File: src/design/z80_dp_pkg.sv
`default_nettype none

package z80_dp_pkg;

  // ------------------------------------------------
  // widths and plain vector types
  // ------------------------------------------------
  localparam int BYTE_W = 8;
  localparam int WORD_W = 16;

  // B, C, D, E, H, L, SPH, SPL, PCH, PCL live in one array of bytes
  localparam int NUM_REG8   = 10;
  // only B through L have a shadow copy
  localparam int NUM_SHADOW = 6;

  typedef logic [BYTE_W-1:0] byte_t;
  typedef logic [WORD_W-1:0] word_t;
  typedef logic [3:0]        reg8_sel_t;
  typedef logic [2:0]        pair_sel_t;
  typedef logic [2:0]        data_src_t;
  typedef logic [1:0]        addr_src_t;
  typedef logic [3:0]        alu_op_t;
  typedef logic [1:0]        flag_ovr_t;

  // byte register codes double as the index into the register array
  localparam reg8_sel_t R_B   = 4'd0;
  localparam reg8_sel_t R_C   = 4'd1;
  localparam reg8_sel_t R_D   = 4'd2;
  localparam reg8_sel_t R_E   = 4'd3;
  localparam reg8_sel_t R_H   = 4'd4;
  localparam reg8_sel_t R_L   = 4'd5;
  localparam reg8_sel_t R_SPH = 4'd6;
  localparam reg8_sel_t R_SPL = 4'd7;
  localparam reg8_sel_t R_PCH = 4'd8;
  localparam reg8_sel_t R_PCL = 4'd9;

  // a pair code times two gives the index of its high byte
  localparam pair_sel_t P_BC = 3'd0;
  localparam pair_sel_t P_DE = 3'd1;
  localparam pair_sel_t P_HL = 3'd2;
  localparam pair_sel_t P_SP = 3'd3;
  localparam pair_sel_t P_PC = 3'd4;

  // DS_EXT lets data_in onto the internal bus and keeps data_oe low
  localparam data_src_t DS_EXT  = 3'd0;
  localparam data_src_t DS_REG  = 3'd1;
  localparam data_src_t DS_A    = 3'd2;
  localparam data_src_t DS_F    = 3'd3;
  localparam data_src_t DS_TEMP = 3'd4;

  localparam addr_src_t AS_NONE = 2'd0;
  localparam addr_src_t AS_MAR  = 2'd1;
  localparam addr_src_t AS_PAIR = 2'd2;

  localparam alu_op_t OP_PASS = 4'd0;
  localparam alu_op_t OP_ADD  = 4'd1;
  localparam alu_op_t OP_ADC  = 4'd2;
  localparam alu_op_t OP_SUB  = 4'd3;
  localparam alu_op_t OP_AND  = 4'd4;
  localparam alu_op_t OP_INC  = 4'd5;
  localparam alu_op_t OP_CPL  = 4'd6;
  localparam alu_op_t OP_CCF  = 4'd7;

  // the upper bit marks an active override and the lower bit is the forced value
  localparam flag_ovr_t FO_KEEP = 2'b00;
  localparam flag_ovr_t FO_CLR  = 2'b10;
  localparam flag_ovr_t FO_SET  = 2'b11;

  // bit positions inside F
  localparam int FLAG_S  = 7;
  localparam int FLAG_Z  = 6;
  localparam int FLAG_H  = 4;
  localparam int FLAG_PV = 2;
  localparam int FLAG_N  = 1;
  localparam int FLAG_C  = 0;

  // ------------------------------------------------
  // control word from the sequencer
  // ------------------------------------------------
  typedef struct packed {
    flag_ovr_t s;
    flag_ovr_t z;
    flag_ovr_t h;
    flag_ovr_t pv;
    flag_ovr_t n;
    flag_ovr_t c;
  } flag_ctrl_t;

  typedef struct packed {
    data_src_t  data_src;
    addr_src_t  addr_src;
    reg8_sel_t  rf_rd_sel;
    pair_sel_t  rf_pair_sel;
    logic       rf_ld_en;
    reg8_sel_t  rf_ld_sel;
    logic       rf_pair_ld;
    logic       exx;
    logic       ex_de_hl;
    logic       ex_af;
    logic       ld_a;
    logic       a_from_alu;
    logic       ld_f;
    alu_op_t    alu_op;
    logic       alu_b_temp;
    flag_ctrl_t flag_ovr;
    logic       ld_temp;
    logic       ld_mar_hi;
    logic       ld_mar_lo;
    logic       mar_from_data;
  } dp_ctrl_t;

endpackage

`default_nettype wire

File: src/design/reg_file.sv
`timescale 1ns/1ps
`default_nettype none

module reg_file
  import z80_dp_pkg::*;
(
  input  logic     clk,
  input  logic     arst_n,
  input  dp_ctrl_t ctrl,
  input  byte_t    dbus,
  input  word_t    abus,
  output byte_t    rd_byte,
  output word_t    rd_pair
);

  // ------------------------------------------------
  // storage
  // ------------------------------------------------
  // main set indexed directly by the byte register code
  byte_t regs_q [NUM_REG8];
  byte_t regs_d [NUM_REG8];
  // shadow set holds B' C' D' E' H' L' at the same indices as the main set
  byte_t shd_q  [NUM_SHADOW];
  byte_t shd_d  [NUM_SHADOW];

  // codes above PCL or above PC select nothing
  logic      rd_ok;
  logic      ld_ok;
  logic      pair_ok;
  reg8_sel_t pair_hi;
  reg8_sel_t pair_lo;

  // high byte of a pair sits at twice the pair code and the low byte right after it
  function automatic reg8_sel_t hi_index(input pair_sel_t p);
    return reg8_sel_t'({p, 1'b0});
  endfunction

  function automatic reg8_sel_t lo_index(input pair_sel_t p);
    return reg8_sel_t'({p, 1'b1});
  endfunction

  assign rd_ok   = (ctrl.rf_rd_sel <= R_PCL);
  assign ld_ok   = (ctrl.rf_ld_sel <= R_PCL);
  assign pair_ok = (ctrl.rf_pair_sel <= P_PC);
  assign pair_hi = hi_index(ctrl.rf_pair_sel);
  assign pair_lo = lo_index(ctrl.rf_pair_sel);

  // ------------------------------------------------
  // read ports
  // ------------------------------------------------
  // both ports are purely combinational so a value written at an edge
  // shows up on the buses in the very next cycle
  always_comb begin
    if (rd_ok) begin
      rd_byte = regs_q[ctrl.rf_rd_sel];
    end else begin
      rd_byte = '0;
    end
  end

  // the same pair select drives the read port and names the pair load target
  always_comb begin
    if (pair_ok) begin
      rd_pair = {regs_q[pair_hi], regs_q[pair_lo]};
    end else begin
      rd_pair = '0;
    end
  end

  // ------------------------------------------------
  // next state
  // ------------------------------------------------
  // each step below overwrites what the one before it wrote, so the last
  // step has the highest priority and EXX ends up winning over everything
  always_comb begin
    regs_d = regs_q;
    shd_d  = shd_q;

    // byte load from the data bus is the weakest write
    if (ctrl.rf_ld_en && ld_ok) begin
      regs_d[ctrl.rf_ld_sel] = dbus;
    end

    // a pair load takes both halves from the address bus
    if (ctrl.rf_pair_ld && pair_ok) begin
      regs_d[pair_hi] = abus[WORD_W-1:BYTE_W];
      regs_d[pair_lo] = abus[BYTE_W-1:0];
    end

    // EX DE,HL only touches the main set
    if (ctrl.ex_de_hl) begin
      regs_d[R_D] = regs_q[R_H];
      regs_d[R_E] = regs_q[R_L];
      regs_d[R_H] = regs_q[R_D];
      regs_d[R_L] = regs_q[R_E];
    end

    // EXX trades BC, DE and HL with the shadow set
    // SP and PC are left alone so a pair load to them still lands
    if (ctrl.exx) begin
      for (int i = 0; i < NUM_SHADOW; i++) begin
        regs_d[i] = shd_q[i];
        shd_d[i]  = regs_q[i];
      end
    end
  end

  // ------------------------------------------------
  // registers
  // ------------------------------------------------
  always_ff @(posedge clk or negedge arst_n) begin
    if (!arst_n) begin
      for (int i = 0; i < NUM_REG8; i++) begin
        regs_q[i] <= '0;
      end
      for (int j = 0; j < NUM_SHADOW; j++) begin
        shd_q[j] <= '0;
      end
    end else begin
      regs_q <= regs_d;
      shd_q  <= shd_d;
    end
  end

endmodule

`default_nettype wire

File: src/design/alu8.sv
`timescale 1ns/1ps
`default_nettype none

module alu8
  import z80_dp_pkg::*;
(
  input  alu_op_t op,
  input  byte_t   a,
  input  byte_t   b,
  input  byte_t   f_in,
  output byte_t   result,
  output byte_t   f_out
);

  // ------------------------------------------------
  // shared adder
  // ------------------------------------------------
  // ADD, ADC, SUB and INC all go through one adder
  // SUB adds the inverted operand with a carry in of one
  logic          is_sub;
  byte_t         addend;
  logic          cin;
  logic [4:0]    sum_lo;
  logic [8:0]    sum_full;
  byte_t         sum;
  logic          ovf;

  assign is_sub = (op == OP_SUB);

  always_comb begin
    case (op)
      OP_SUB:  addend = ~b;
      OP_INC:  addend = 8'h01;
      default: addend = b;
    endcase
  end

  assign cin = is_sub | ((op == OP_ADC) & f_in[FLAG_C]);

  // the low nibble sum is only needed for its carry into bit 4
  assign sum_lo   = {1'b0, a[3:0]} + {1'b0, addend[3:0]} + {4'b0, cin};
  assign sum_full = {1'b0, a} + {1'b0, addend} + {8'b0, cin};
  assign sum      = sum_full[BYTE_W-1:0];

  // overflow when both inputs agree in sign and the sum does not
  // with addend fixed at 01 this reduces to a == 7F for INC
  assign ovf = (a[7] == addend[7]) & (sum[7] != a[7]);

  // ------------------------------------------------
  // result and flags
  // ------------------------------------------------
  always_comb begin
    result = b;
    f_out  = f_in;

    case (op)
      OP_ADD, OP_ADC, OP_SUB: begin
        result         = sum;
        f_out[FLAG_S]  = sum[7];
        f_out[FLAG_Z]  = (sum == '0);
        f_out[FLAG_PV] = ovf;
        // a borrow is the missing carry of the inverted add
        f_out[FLAG_H]  = sum_lo[4] ^ is_sub;
        f_out[FLAG_C]  = sum_full[8] ^ is_sub;
        f_out[FLAG_N]  = is_sub;
      end

      OP_AND: begin
        result         = a & b;
        f_out[FLAG_S]  = result[7];
        f_out[FLAG_Z]  = (result == '0);
        // PV holds even parity here
        f_out[FLAG_PV] = ~^result;
        f_out[FLAG_H]  = 1'b1;
        f_out[FLAG_N]  = 1'b0;
        f_out[FLAG_C]  = 1'b0;
      end

      OP_INC: begin
        // carry is untouched by an increment
        result         = sum;
        f_out[FLAG_S]  = sum[7];
        f_out[FLAG_Z]  = (sum == '0);
        f_out[FLAG_PV] = ovf;
        f_out[FLAG_H]  = sum_lo[4];
        f_out[FLAG_N]  = 1'b0;
      end

      OP_CPL: begin
        result        = ~a;
        f_out[FLAG_H] = 1'b1;
        f_out[FLAG_N] = 1'b1;
      end

      OP_CCF: begin
        // old carry moves into H before it is flipped
        result        = a;
        f_out[FLAG_H] = f_in[FLAG_C];
        f_out[FLAG_C] = ~f_in[FLAG_C];
        f_out[FLAG_N] = 1'b0;
      end

      default: begin
        // PASS hands the B operand straight through
        result = b;
        f_out  = f_in;
      end
    endcase
  end

endmodule

`default_nettype wire

File: src/design/accum_flags.sv
`timescale 1ns/1ps
`default_nettype none

module accum_flags
  import z80_dp_pkg::*;
(
  input  logic     clk,
  input  logic     arst_n,
  input  dp_ctrl_t ctrl,
  input  byte_t    dbus,
  input  byte_t    alu_result,
  input  byte_t    alu_flags,
  output byte_t    a,
  output byte_t    f
);

  byte_t a_q;
  byte_t f_q;
  byte_t a_alt_q;
  byte_t f_alt_q;

  byte_t a_next;
  byte_t f_next;
  logic  f_wr;

  // an active override forces the bit to the low bit of its code
  function automatic logic apply_ovr(input logic cur, input flag_ovr_t ovr);
    return ovr[1] ? ovr[0] : cur;
  endfunction

  // ------------------------------------------------
  // write-back selection
  // ------------------------------------------------
  assign a_next = ctrl.a_from_alu ? alu_result : dbus;

  // start from the ALU flags or the current F and lay the overrides on top
  always_comb begin
    f_next = ctrl.ld_f ? alu_flags : f_q;

    f_next[FLAG_S]  = apply_ovr(f_next[FLAG_S],  ctrl.flag_ovr.s);
    f_next[FLAG_Z]  = apply_ovr(f_next[FLAG_Z],  ctrl.flag_ovr.z);
    f_next[FLAG_H]  = apply_ovr(f_next[FLAG_H],  ctrl.flag_ovr.h);
    f_next[FLAG_PV] = apply_ovr(f_next[FLAG_PV], ctrl.flag_ovr.pv);
    f_next[FLAG_N]  = apply_ovr(f_next[FLAG_N],  ctrl.flag_ovr.n);
    f_next[FLAG_C]  = apply_ovr(f_next[FLAG_C],  ctrl.flag_ovr.c);

    // an override on its own is enough to write F
    f_wr = ctrl.ld_f | ctrl.flag_ovr.s[1] | ctrl.flag_ovr.z[1] |
           ctrl.flag_ovr.h[1] | ctrl.flag_ovr.pv[1] |
           ctrl.flag_ovr.n[1] | ctrl.flag_ovr.c[1];
  end

  // ------------------------------------------------
  // registers
  // ------------------------------------------------
  always_ff @(posedge clk or negedge arst_n) begin
    if (!arst_n) begin
      a_q     <= '0;
      f_q     <= '0;
      a_alt_q <= '0;
      f_alt_q <= '0;
    end else if (ctrl.ex_af) begin
      // EX AF,AF' blocks every other write to A and F in that cycle
      a_q     <= a_alt_q;
      f_q     <= f_alt_q;
      a_alt_q <= a_q;
      f_alt_q <= f_q;
    end else begin
      if (ctrl.ld_a) begin
        a_q <= a_next;
      end
      if (f_wr) begin
        f_q <= f_next;
      end
    end
  end

  assign a = a_q;
  assign f = f_q;

endmodule

`default_nettype wire

File: src/design/bus_unit.sv
`timescale 1ns/1ps
`default_nettype none

module bus_unit
  import z80_dp_pkg::*;
(
  input  logic     clk,
  input  logic     arst_n,
  input  dp_ctrl_t ctrl,
  input  byte_t    data_in,
  input  byte_t    rd_byte,
  input  word_t    rd_pair,
  input  byte_t    a,
  input  byte_t    f,
  output byte_t    dbus,
  output word_t    abus,
  output byte_t    alu_b,
  output byte_t    data_out,
  output logic     data_oe,
  output word_t    addr_out,
  output logic     addr_oe
);

  byte_t temp_q;
  word_t mar_q;
  byte_t mar_hi_src;
  byte_t mar_lo_src;

  // ------------------------------------------------
  // bus arbitration
  // ------------------------------------------------
  // only the listed sources drive out and an unknown code falls back to data_in
  always_comb begin
    data_oe = 1'b1;
    case (ctrl.data_src)
      DS_REG:  dbus = rd_byte;
      DS_A:    dbus = a;
      DS_F:    dbus = f;
      DS_TEMP: dbus = temp_q;
      default: begin
        dbus    = data_in;
        data_oe = 1'b0;
      end
    endcase
  end

  always_comb begin
    addr_oe = 1'b1;
    case (ctrl.addr_src)
      AS_MAR:  abus = mar_q;
      AS_PAIR: abus = rd_pair;
      default: begin
        abus    = '0;
        addr_oe = 1'b0;
      end
    endcase
  end

  assign data_out = dbus;
  assign addr_out = abus;

  // TEMP lets a memory operand sit beside a register value on the data bus
  assign alu_b = ctrl.alu_b_temp ? temp_q : dbus;

  // ------------------------------------------------
  // TEMP and MAR
  // ------------------------------------------------
  // MAR is built byte by byte from the data bus or copied in halves from the address bus
  assign mar_hi_src = ctrl.mar_from_data ? dbus : abus[WORD_W-1:BYTE_W];
  assign mar_lo_src = ctrl.mar_from_data ? dbus : abus[BYTE_W-1:0];

  always_ff @(posedge clk or negedge arst_n) begin
    if (!arst_n) begin
      temp_q <= '0;
      mar_q  <= '0;
    end else begin
      if (ctrl.ld_temp) begin
        temp_q <= dbus;
      end
      if (ctrl.ld_mar_hi) begin
        mar_q[WORD_W-1:BYTE_W] <= mar_hi_src;
      end
      if (ctrl.ld_mar_lo) begin
        mar_q[BYTE_W-1:0] <= mar_lo_src;
      end
    end
  end

endmodule

`default_nettype wire

File: src/design/z80_datapath.sv
`timescale 1ns/1ps
`default_nettype none

module z80_datapath
  import z80_dp_pkg::*;
(
  input  logic     clk,
  input  logic     arst_n,
  input  dp_ctrl_t ctrl,
  input  byte_t    data_in,
  output byte_t    data_out,
  output logic     data_oe,
  output word_t    addr_out,
  output logic     addr_oe,
  output byte_t    flags
);

  // ------------------------------------------------
  // internal buses and unit outputs
  // ------------------------------------------------
  byte_t dbus;
  word_t abus;
  byte_t rd_byte;
  word_t rd_pair;
  byte_t acc;
  byte_t flag_reg;
  byte_t alu_b;
  byte_t alu_result;
  byte_t alu_flags;

  // general registers read onto and load from both buses
  reg_file i_reg_file (
    .clk     (clk),
    .arst_n  (arst_n),
    .ctrl    (ctrl),
    .dbus    (dbus),
    .abus    (abus),
    .rd_byte (rd_byte),
    .rd_pair (rd_pair)
  );

  // the ALU always works on A and the current F
  alu8 i_alu8 (
    .op     (ctrl.alu_op),
    .a      (acc),
    .b      (alu_b),
    .f_in   (flag_reg),
    .result (alu_result),
    .f_out  (alu_flags)
  );

  accum_flags i_accum_flags (
    .clk        (clk),
    .arst_n     (arst_n),
    .ctrl       (ctrl),
    .dbus       (dbus),
    .alu_result (alu_result),
    .alu_flags  (alu_flags),
    .a          (acc),
    .f          (flag_reg)
  );

  // sole driver of both buses and of the output-enables
  bus_unit i_bus_unit (
    .clk      (clk),
    .arst_n   (arst_n),
    .ctrl     (ctrl),
    .data_in  (data_in),
    .rd_byte  (rd_byte),
    .rd_pair  (rd_pair),
    .a        (acc),
    .f        (flag_reg),
    .dbus     (dbus),
    .abus     (abus),
    .alu_b    (alu_b),
    .data_out (data_out),
    .data_oe  (data_oe),
    .addr_out (addr_out),
    .addr_oe  (addr_oe)
  );

  // the sequencer sees F directly
  assign flags = flag_reg;

endmodule

`default_nettype wire

File: config.mk
export PLATFORM = sky130hd
export DESIGN_NAME = z80_datapath
export DESIGN_NICKNAME = d
export VERILOG_FILES = /design/src/design/z80_dp_pkg.sv /design/src/design/reg_file.sv /design/src/design/alu8.sv /design/src/design/accum_flags.sv /design/src/design/bus_unit.sv /design/src/design/z80_datapath.sv
export SDC_FILE = /design/constraint.sdc
export NUM_CORES = 1
export LEC_CHECK = 0
export BUFFER_PORTS_ARGS = -buffer_cell sky130_fd_sc_hd__buf_2
export CORE_AREA = 2 2 165 167
export DETAILED_ROUTE_END_ITERATION = 8
export DIE_AREA = 0 0 167 169
export GPL_ROUTABILITY_DRIVEN = 0
export HOLD_SLACK_MARGIN = 0.06
export SETUP_SLACK_MARGIN = 0.05
export SYNTH_ARGS = -nofsm -noshare
export SYNTH_HDL_FRONTEND = slang
export SYNTH_SLANG_ARGS = --single-unit
File: constraint.sdc
create_clock -name clk -period 3.7 [get_ports clk]
set_input_delay 0.37 -clock clk [delete_from_list [all_inputs] [get_ports clk]]
set_output_delay 0.37 -clock clk [all_outputs]
set_load 0.005 [all_outputs]
==> metrics <==
pins over their slew limit=0; DR vias/cell=6.18; R2R cell count=16; Critical Path Sink Type=register; grt total ovfl=0; CTS Sinks=184; core area=0.0265 mm2; Top Usage Layer GRT=met2; CP Class=register to register; DP Cell Count=1,691; worst clock skew=0.0173 ns; CTS tree=built; Area Overhead vs Synth=18.0%; final hold viol count=0; crit-path max FO=3; Area contributors post-synth=dfrtp_1 39%, mux2_2 6.8%, a21oi_1 4.9%; ANT nets after route=0; Worst-path clk slew=0.08 ns; setup ws final=-0.160 ns; asr flop ratio synth=100%; R2R Path Start=i_reg_file.regs_q[56]$_DFF_PN0_; Inserted Clock Buffers=17; crit path from=i_reg_file.regs_q[56]$_DFF_PN0_; flop2flop setup slack=-0.16 ns; TritonRoute pass-1 iters=6; fmax=0.259 GHz; R2R Path End=i_accum_flags.f[0]$_DFFE_PN0P_; clk buf depth=2; worst slew pin tran=0.982 ns; largest net degree at the start of global routing=87; cells after synthesis=1,240; Setup violations, final=5; layout cells sized above 1=27.5%; area leader, netlist=dfrtp_1; min-delay worst type=input pin to register; Post-synth EDFFs=0; run status=complete, but fails checks; max_cap viols=0; routed vias=10.7k; htree depth=4; mapped cell area=0.0117 mm2; width of the chip=167 um; GRT Total Usage=29.2%; I/O pins=89; failing checks=negative setup slack; met1 usage=35.0%; Nets=1,441; CTS Root Buffer Type=clkbuf_16; crit share post-route=104%; syn nets=1,310; placed cell areas=0.0131 mm2; post-synth top area share=39.4%; total wire length=40.8 mm; cell area after layout=0.0138 mm2; worst path required time=4.08 ns; synth unique cells=86; Primary FF master, synth=dfrtp_1; dpl hpwl=29.4 mm; routed length per instance=23.7 um; clock latency on the worst-skew pair=0.45 ns; initial antenna violation count=0; critical path startpoint category=register; Leak=6.12 nW; # diodes=0; FF+latch count, synth=184; Site Rows=60; Avg Inst Size Synth=9.41 um2; die area=0.0282 mm2; Non-Filler Instances=1,725; GR Util met2=50.5%; vias in the first global route=10.5k; DP Worst Slack=-0.525 ns; Starting Density=44.1%; grt met3 use=4.58%; DR DRC count=0; WP data arrival=4.24 ns; normalized max-slew margin=34.4%; first-pass GRT wire length=62.8 mm; maximum vdd drop=0.326 mV; fillers=2,469; Synthesis Warnings=0; Critical Path End=i_accum_flags.f[0]$_DFFE_PN0P_; crit path time final=3.86 ns; Layout Utilization=52.0%; P per Cell Area=517 mW/mm2; sequential area share after synthesis=39.4%; initial DRC count=1,028; Die Y=169 um; RSZ-0062 raised after global routing=true; input/output buffers=88
==> per-stage QoR <==
| step | setup TNS (ns) | hold WS (ns) | power (mW) |
|---|---|---|---|
| 2_1_floorplan | -1.48 | 0.0744 | 4.16 |
| 3_3_place_gp | -3.28 | 0.369 | 5.09 |
| 3_5_place_dp | -3.86 | 0.371 | 5.13 |
| 4_1_cts | -0.321 | 0.143 | 7.09 |
| 5_1_grt | -1.80 | 0.160 | 7.46 |
| 6_report | -0.551 | 0.150 | 7.12 |
==> final cells by class <==
cell class	instances	area, um2	area share [%]
sequential	184	4600	33.4
multi-input combinational	904	6550	47.6
clock buffer	17	425	3.09
clock inverter	15	194	1.41
tap	341	427	3.10
inverter	61	229	1.66
timing repair buffer	203	1340	9.75
==> routing by layer <==
layer  vias to the layer above  share of wire [%]
li1                       4861                  -
met4                         0                5.7
met2                       506                 49
met5                         -                  0
met3                       118                6.5
met1                      5184                 38
==> cell families after synthesis <==
logic type,Yosys count,synth area share [%]
AOI/OAI and AO/OA,414,23.6
xor gates and xnor gates,11,0.825
adders and majority gates,15,1.74
buffers and inverters,152,5.77
DFF,184,39.4
muxes,144,15.7
and+or+nand+nor,320,12.9
==> how the worst min path moves through the flow <==
stage / slack, ns / depth (start not counted) / end / start
global placement: 0.37 / 1 / i_accum_flags.f_alt_q[1]$_DFFE_PN0P_ / arst_n
detailed placement: 0.37 / 1 / i_accum_flags.f_alt_q[1]$_DFFE_PN0P_ / arst_n
CTS: 0.14 / 2 / i_accum_flags.f[2]$_DFFE_PN0P_ / ctrl[9]
finish: 0.15 / 2 / i_accum_flags.f[2]$_DFFE_PN0P_ / ctrl[9]
global route: 0.16 / 2 / i_accum_flags.f[2]$_DFFE_PN0P_ / ctrl[9]
floorplan: 0.07 / 0 / i_accum_flags.a[0]$_DFFE_PN0P_ / arst_n
==> worst max-delay path: stages (launching register included) <==
cell	delay (ns)
dfrtp_1	0.42
mux4_2	0.48
mux2i_2	0.25
nor2_2	0.07
o31ai_2	0.25
o21ai_2	0.10
mux2_4	0.31
fa_2	0.37
inv_2	0.06
fa_2	0.20
nor2b_2	0.05
o2111ai_1	0.19
nand3b_1	0.25
a21o_1	0.24
a21oi_2	0.13
mux2_4	0.31
a21oi_2	0.11
==> where the power goes <==
| part | switching (mW) | internal (mW) |
|---|---|---|
| combinational | 1.22 | 1.13 |
| clock | 1.01 | 0.929 |
| sequential | 0.393 | 2.44 |
| total | 2.62 | 4.50 |
==> state kept, by name, indices dropped and copies added, names as in the netlist <==
signal,count
i_accum_flags.a,8
i_accum_flags.a_alt_q,8
i_reg_file.regs_q,80
i_accum_flags.f,8
i_bus_unit.temp_q,8
i_reg_file.shd_q,48
i_bus_unit.mar_q,16
i_accum_flags.f_alt_q,8
==> layout by cell type, fill, tap and decap left out, types with 12 or more instances in the layout <==
cell type	n
dfrtp_1	184
a22oi_1	22
a21oi_1	112
a221oi_1	23
a221o_1	16
ha_1	13
nor2b_1	12
buf_2	86
mux2_2	68
nand2b_1	25
nor3_1	12
o211ai_1	16
mux2i_1	47
nand2_1	114
buf_4	113
clkbuf_16	17
o21ai_0	79
inv_1	56
nor2_1	98
mux4_2	23
o22ai_1	29
==> cells in the mapped netlist, types with 16 or more instances <==
library cell,count
o21ai_0,86
o22ai_1,29
nand2_1,114
mux4_2,23
mux2i_1,48
inv_1,57
a221o_1,16
dfrtp_1,184
clkbuf_1,58
a22oi_1,22
a221oi_1,25
mux2_2,70
o211ai_1,16
nand2b_1,25
nor2_1,99
a21oi_1,115
==> what timing repair did <==
action,in CTS,in global routing
resized for setup,9,10
endpoints found under the setup margin,5,11
hold buffers,1,0
setup buffers,1,0
pin swaps,3,7
hold endpoints to repair,53,0
(Power assumes the default switching activity.)
